===== config.mk =====
export PLATFORM = sky130hd
export DESIGN_NAME = spiLink
export DESIGN_NICKNAME = d
export VERILOG_FILES = /design/src/logic/spiLinkPkg.sv /design/src/logic/spiLink.sv /design/src/logic/rotationNotice.sv /design/src/logic/frameDecoder.sv /design/src/logic/spiShifter.sv
export VERILOG_INCLUDE_DIRS = /design/src /design/src/logic
export SDC_FILE = /design/constraint.sdc
export NUM_CORES = 1
export LEC_CHECK = 0
export ABC_AREA = 1
export BUFFER_PORTS_ARGS = -buffer_cell sky130_fd_sc_hd__buf_2
export CORE_MARGIN = 5
export CORE_UTILIZATION = 35
export DETAILED_ROUTE_END_ITERATION = 12
export PLACE_DENSITY = 0.63
export SYNTH_ARGS = -nofsm -noshare
export SYNTH_HDL_FRONTEND = slang
export SYNTH_HIERARCHICAL = 1
export SYNTH_SLANG_ARGS = --single-unit

===== constraint.sdc =====
create_clock -name sck -period 2.4 [get_ports sck]
set_clock_uncertainty 0.15 [all_clocks]
set_input_delay 0.24 -clock sck [delete_from_list [all_inputs] [get_ports sck]]
set_output_delay 0.24 -clock sck [all_outputs]
set_load 0.01 [all_outputs]

===== src/logic/spiLink_consts.svh =====
`ifndef SPILINK_CONSTS_SVH
`define SPILINK_CONSTS_SVH

// Number of bits carried by one SPI transfer on mosi and miso
`define SPI_BYTE_BITS 8

// A configuration frame is one opcode byte followed by this many data bytes
`define SPI_CONFIG_BYTES 6

// Width of one complete driver configuration
// It must stay equal to SPI_CONFIG_BYTES times SPI_BYTE_BITS
`define SPI_CONFIG_WIDTH 48

`endif

===== src/logic/spiLinkPkg.sv =====
`include "spiLink_consts.svh"

package spiLinkPkg;

    // Byte values that carry a meaning on the link
    // The host sends opConfig on mosi to start a configuration frame
    // The FPGA sends opRotation on miso after a Hall sensor event
    // opIdle is what miso carries when there is nothing to report
    typedef enum logic [`SPI_BYTE_BITS-1:0] {
        opConfig   = 8'd191,
        opRotation = 8'd76,
        opIdle     = 8'hFF
    } opcodeT;

    // The frame decoder either waits for a command byte or collects
    // the data bytes of a configuration frame
    typedef enum logic {
        stWaitCommand,
        stCollectConfig
    } decoderStateT;

    // One received byte as handed from the shifter to the decoder
    // data only means something in the cycle where valid is high
    typedef struct packed {
        logic                      valid;
        logic [`SPI_BYTE_BITS-1:0] data;
    } rxByteT;

    // One complete driver configuration
    // Data byte k of a frame sits in bits 8k+7 down to 8k, first byte lowest
    typedef logic [`SPI_CONFIG_WIDTH-1:0] configT;

endpackage


===== src/logic/spiLink.sv =====
`timescale 1ns/1ps

module spiLink (
    input  logic               sck,
    input  logic               nrst,
    input  logic               ss,
    input  logic               mosi,
    input  logic               hallPulse,
    output logic               miso,
    output spiLinkPkg::configT configOut,
    output logic               newConfigAvailable
);

    // Byte strobe from the shifter to the decoder
    spiLinkPkg::rxByteT rxByte;

    // Pending report and its acknowledge between shifter and rotation notice
    logic txTaken;
    logic rotationPending;

    spiShifter shifter (
        .sck             (sck),
        .nrst            (nrst),
        .ss              (ss),
        .mosi            (mosi),
        .rotationPending (rotationPending),
        .miso            (miso),
        .rxByte          (rxByte),
        .txTaken         (txTaken)
    );

    frameDecoder decoder (
        .sck                (sck),
        .nrst               (nrst),
        .rxByte             (rxByte),
        .configOut          (configOut),
        .newConfigAvailable (newConfigAvailable)
    );

    rotationNotice notice (
        .sck             (sck),
        .nrst            (nrst),
        .hallPulse       (hallPulse),
        .txTaken         (txTaken),
        .rotationPending (rotationPending)
    );

endmodule


===== src/logic/rotationNotice.sv =====
`timescale 1ns/1ps

module rotationNotice (
    input  logic sck,
    input  logic nrst,
    input  logic hallPulse,
    input  logic txTaken,
    output logic rotationPending
);

    // Hall line as seen at the previous edge
    logic hallPrev;

    // Pending flag as it was when the transmit register last loaded
    // The byte starting now is the rotation opcode exactly when this is set
    logic wasPending;

    // New rising edge on the Hall line
    logic hallRise;

    assign hallRise = hallPulse && !hallPrev;

    always_ff @(posedge sck or negedge nrst) begin
        if (!nrst) begin
            hallPrev        <= 1'b0;
            wasPending      <= 1'b0;
            rotationPending <= 1'b0;
        end else begin
            hallPrev   <= hallPulse;
            wasPending <= rotationPending;
            // A fresh event beats the clear, so it is never lost
            if (hallRise) begin
                rotationPending <= 1'b1;
            end else if (txTaken && wasPending) begin
                // The rotation byte is on its way, and extra events merge into it
                rotationPending <= 1'b0;
            end
        end
    end

endmodule


===== src/logic/frameDecoder.sv =====
`timescale 1ns/1ps
`include "spiLink_consts.svh"

module frameDecoder (
    input  logic               sck,
    input  logic               nrst,
    input  spiLinkPkg::rxByteT rxByte,
    output spiLinkPkg::configT configOut,
    output logic               newConfigAvailable
);

    // Index of the last data byte in a configuration frame
    localparam logic [2:0] LastIndex = 3'(`SPI_CONFIG_BYTES - 1);

    spiLinkPkg::decoderStateT state;

    // Position of the next data byte inside the configuration
    logic [2:0] dataIndex;

    // Configuration under construction, hidden from the output until complete
    spiLinkPkg::configT staging;

    // Staging register with the current byte written at its index
    spiLinkPkg::configT merged;

    // The received byte opens a configuration frame
    logic isConfigCmd;

    assign isConfigCmd = (rxByte.data == spiLinkPkg::opConfig);

    // Place the incoming byte by the byte-order rule, first data byte lowest
    always_comb begin
        merged = staging;
        merged[dataIndex*`SPI_BYTE_BITS +: `SPI_BYTE_BITS] = rxByte.data;
    end

    always_ff @(posedge sck or negedge nrst) begin
        if (!nrst) begin
            state              <= spiLinkPkg::stWaitCommand;
            dataIndex          <= '0;
            configOut          <= '0;
            newConfigAvailable <= 1'b0;
        end else begin
            newConfigAvailable <= 1'b0;
            if (rxByte.valid) begin
                case (state)
                    spiLinkPkg::stWaitCommand: begin
                        // Anything other than the config opcode is ignored here
                        if (isConfigCmd) begin
                            state     <= spiLinkPkg::stCollectConfig;
                            dataIndex <= '0;
                        end
                    end
                    spiLinkPkg::stCollectConfig: begin
                        // Every byte is data now, even one equal to an opcode
                        if (dataIndex == LastIndex) begin
                            // Publish all six bytes in one step
                            configOut          <= merged;
                            newConfigAvailable <= 1'b1;
                            state              <= spiLinkPkg::stWaitCommand;
                            dataIndex          <= '0;
                        end else begin
                            dataIndex <= dataIndex + 1'b1;
                        end
                    end
                endcase
            end
        end
    end

    // Staging only follows bytes that belong to a configuration frame
    always_ff @(posedge sck) begin
        if (rxByte.valid && (state == spiLinkPkg::stCollectConfig)) begin
            staging <= merged;
        end
    end

endmodule


===== src/logic/spiShifter.sv =====
`timescale 1ns/1ps
`include "spiLink_consts.svh"

module spiShifter (
    input  logic               sck,
    input  logic               nrst,
    input  logic               ss,
    input  logic               mosi,
    input  logic               rotationPending,
    output logic               miso,
    output spiLinkPkg::rxByteT rxByte,
    output logic               txTaken
);

    // Width of the bit counter and the count of the last bit in a byte
    localparam int CountBits = $clog2(`SPI_BYTE_BITS);
    localparam logic [CountBits-1:0] LastCount = CountBits'(`SPI_BYTE_BITS - 1);

    // Only seven bits are kept here
    // The eighth comes straight from mosi at the edge that completes the byte
    logic [`SPI_BYTE_BITS-2:0] rxShift;

    // Completed byte and its one-cycle strobe
    logic [`SPI_BYTE_BITS-1:0] rxData;
    logic                      rxValid;

    // Counts the bits of the current byte, MSB first, wrapping after bit 7
    logic [CountBits-1:0] bitCount;

    // Outgoing byte, shifted out of its MSB
    logic [`SPI_BYTE_BITS-1:0] txShift;

    // Byte that the transmit register takes at its next load
    spiLinkPkg::opcodeT nextTx;

    // High at the edge that samples the last bit of a byte
    logic atLastBit;

    assign atLastBit = (bitCount == LastCount);

    // A pending Hall event turns the next outgoing byte into the rotation opcode
    assign nextTx = rotationPending ? spiLinkPkg::opRotation : spiLinkPkg::opIdle;

    // miso idles high whenever the host is not selecting us
    assign miso = ss ? 1'b1 : txShift[`SPI_BYTE_BITS-1];

    // The first bit of a byte is sampled at this edge, so the byte on miso is now committed
    assign txTaken = !ss && (bitCount == '0);

    assign rxByte = '{valid: rxValid, data: rxData};

    always_ff @(posedge sck or negedge nrst) begin
        if (!nrst) begin
            bitCount <= '0;
            rxValid  <= 1'b0;
            txShift  <= spiLinkPkg::opIdle;
        end else begin
            // The strobe lasts a single cycle unless a byte completes again
            rxValid <= 1'b0;
            if (ss) begin
                // Between transfers the counter restarts and miso data is kept fresh
                bitCount <= '0;
                txShift  <= nextTx;
            end else begin
                bitCount <= bitCount + 1'b1;
                if (atLastBit) begin
                    rxValid <= 1'b1;
                    // The next byte starts at the following edge, so load it now
                    txShift <= nextTx;
                end else begin
                    txShift <= {txShift[`SPI_BYTE_BITS-2:0], 1'b1};
                end
            end
        end
    end

    // Received data path
    always_ff @(posedge sck) begin
        if (!ss) begin
            rxShift <= {rxShift[`SPI_BYTE_BITS-3:0], mosi};
            if (atLastBit) begin
                rxData <= {rxShift, mosi};
            end
        end
    end

endmodule


==> impl_metrics.tcl <==
set metrics [dict create \
    grt_pass1_wl_mm 20.1 \
    clk_latency_ps 420 \
    yosysTopAreaCell "edfxtp_1" \
    ir_drop_mv 0.399 \
    num_vias 3902 \
    drive_above_1_share_pct 19.6 \
    start_kind "register" \
    fmax_ghz 0.442 \
    p_seq_share_pct 47.6 \
    finalSetupTns_ps 0 \
    cts_max_path_buffers 2 \
    hold_violations 0 \
    leakagePower_nw 3.29 \
    drt-pass1-iter-count 5 \
    min_path_type "primary input to async pin" \
    critPathCaptureType "register" \
    max_stage_delay_ps 450 \
    layout.nets 661 \
    synth_cell_types 34 \
    worst-path-buf-inv 1 \
    drv_cap 0 \
    pwr-share-clk_pct 50.8 \
    seq_area_frac_synth_pct 63.7 \
    final-setup-viol-count 0 \
    postCtsSetupRepairBufs 0 \
    power_switching_mw 1.02 \
    postRouteAntennaNets 0 \
    die_h_um 137 \
    h-tree-depth 4 \
    track_usage_pct 13.9 \
    syn_to_final_growth_pct 20.5 \
    drt-total-wl_mm 11.9 \
    yosysTopAreaCellShare_pct 33.4 \
    worst_pin_slew_ps 499 \
    grt_max_degree 30 \
    gp_congestion 0.811 \
    cts_tree "yes" \
    arrival_ps 2280 \
    fin_cells 874 \
    drv_slew 0 \
    initial_core_util_pct 35.6 \
    outcome "complete, no violations" \
    route.detailed.drc 0 \
    path_cells "inv_4 > ha_1 > ha_1 > nor3b_4 > nand3_1 > and2_1" \
    fp.dieArea_mm2 0.0188 \
    drt-wirelength-per-cell_um 13.7 \
    required_ps 2420 \
    synthCells 573 \
    dr.first_iter.drc_count 287 \
    synth_warnings 6 \
    synth.avg_cell_area_um2 9.87 \
    synth_area_mm2 0.00566 \
    cts_resized 0 \
    vias_per_cell 4.46 \
    crit_slowest_cell "nor3b_4" \
    synth_area_leaders "edfxtp_1 33%, dfrtp_1 27%, nand2_1 17%, dfstp_2 3.7%, nand3_1 2.7%" \
    period_needed_ps 2260 \
    clockRootBuffer "clkbuf_16" \
    nFillCells 1581 \
    coreArea_mm2 0.0159 \
    rsz0062_at_grt "no" \
    port_buffers 54 \
    cts-buffers-inserted 17 \
    n_antenna_cell 0 \
    whs_ps 173 \
    ios 55 \
    overflow 0 \
    p_int_mw 4.05 \
    powerDensity_mw_per_mm2 744 \
    clkSlewWorstSetupHoldPaths_ps 60 \
    path_common_cell "ha_1" \
    syn_nets 589 \
    antenna_found_initial 0 \
    combinationalPowerShare_pct 1.7 \
    synth-seq-cells 131 \
    hpwl_mm 8.59 \
    num_rows 46 \
    setup_ws_ps 139 \
    cts_sinks 131 \
    period_share_pct 94.2 \
    placedCellCount 838 \
    grt_pass1_vias 4069 \
    holdBufCountCts 4 \
    place_ws_ps 151 \
    max_slew_margin_pct 66.7 \
    die_x_um 137 \
    cp_max_fo 9 \
    cpLargestDelayFamily "simple AND/OR/NAND/NOR gates" \
    criticalPathCategory "register to register" \
    switching_share_pct 20.1 \
]
==> registers in the layout (all words and copies together) (netlist names) <==
name and cells:
decoder/state 1, shifter/rxShift 7, shifter/rxData 8, shifter/bitCount 3, shifter/rxValid 1, notice/hallPrev 1, shifter/txShift 8, decoder/newConfigAvailable 1
decoder/dataIndex 3, notice/rotationPending 1, notice/wasPending 1, decoder/staging 48, decoder/configOut 48
==> worst paths after layout <==
path / depth (start not counted) / endpoint / start / slack, ps
worst min register to register: 0 / notice/wasPending / notice/rotationPending / 260
min in group sck: 0 / notice/wasPending / notice/rotationPending / 260
worst max-delay path: 6 / decoder/staging[4] / decoder/dataIndex[0] / 140
worst min-delay path: 2 / decoder/configOut[22] / nrst / 170
max in group asynchronous: 3 / decoder/configOut[37] / nrst / 1180
worst max register to register: 6 / decoder/staging[4] / decoder/dataIndex[0] / 140
==> cell families (layout without fill, tap and decap cells) <==
kind of cell | count (synthesis) | count (layout) | share of synthesized area, %
AND/OR/NAND/NOR | 356 | 356 | 27.4
adder cells (fa/ha/maj) | 11 | 11 | 2.43
XOR/XNOR | 1 | 1 | 0.155
buffers and inverters | 57 | 142 | 4.69
flip-flops | 131 | 131 | 63.7
AO/OA/AOI/OAI | 17 | 17 | 1.64
==> worst reg2reg max path, stage by stage (launching register included) <==
cell	delay [ps]
dfrtp_1	380
inv_4	40
ha_1	210
ha_1	410
nor3b_4	460
nand3_1	170
and2_1	200
==> through the flow <==
step,utilization [%],total power [mW],instance area [um2]
6_report,42.9,5.07,6820
5_1_grt,42.9,5.26,6820
4_1_cts,42.9,5.15,6820
3_5_place_dp,38.9,2.54,6190
3_3_place_gp,38.9,2.53,6190
2_1_floorplan,-,2.49,5660
==> area by class of cell <==
type / count / area [um2] / share of cell area (%)
Multi-Input combinational cell: 385 / 1790 / 26.2
Inverter: 37 / 141 / 2.07
Sequential cell: 131 / 3600 / 52.9
Clock buffer: 18 / 429 / 6.29
Clock inverter: 14 / 163 / 2.39
Timing Repair Buffer: 73 / 423 / 6.20
Tap cell: 216 / 270 / 3.96
==> synthesized netlist by cell type <==
cell        n
buf_2       6
nand4_1     1
nand3_4     1
inv_1      32
ha_1       11
dfstp_2     8
buf_4       3
nand2_4     1
nor2_2      2
clkinv_1    1
and3_1      1
o21ai_1    14
and2_1      7
xor2_1      1
nor2_1     13
edfxtp_1   63
buf_6       4
clkbuf_1    3
nand2_2     4
nor3_1     25
inv_2       3
nor2_8      2
nor2_4      3
or2_1       3
nand3_1    31
inv_4       1
buf_1       4
nor3b_1     1
or2_2       1
a21oi_1     1
o21ai_2     2
nor3b_4     1
dfrtp_1    60
nand2_1   259
==> layer usage <==
metal,up-vias,wire length [um],track usage [%]
li1,1979,-,-
met1,1812,5510,18.1
met2,88,5630,21.4
met3,23,531,4.08
met4,0,264,6.60
met5,-,0,0
==> power groups by stage <==
stage          sequential (mW)  clock, mW  combinational (mW)
6_report                  2.41       2.57              0.0848
5_1_grt                   2.41       2.74               0.101
4_1_cts                   2.41       2.65              0.0896
3_5_place_dp              2.45          0              0.0833
3_3_place_gp              2.45          0              0.0792
2_1_floorplan             2.45          0              0.0440
==> layout by cell type, fill, tap and decap left out, types with 3 or more instances in the layout <==
master / count
nand2_1: 259
edfxtp_1: 63
dfrtp_1: 60
buf_2: 54
inv_1: 32
nand3_1: 31
nor3_1: 25
clkbuf_16: 17
buf_4: 15
o21ai_1: 14
nor2_1: 13
ha_1: 11
dfstp_2: 8
and2_1: 7
clkinv_2: 5
clkinvlp_4: 4
nand2_2: 4
dlygate4sd3_1: 4
bufinv_16: 3
inv_2: 3
nor2_4: 3
or2_1: 3
No activity file was read; power rests on OpenSTA's default activity.
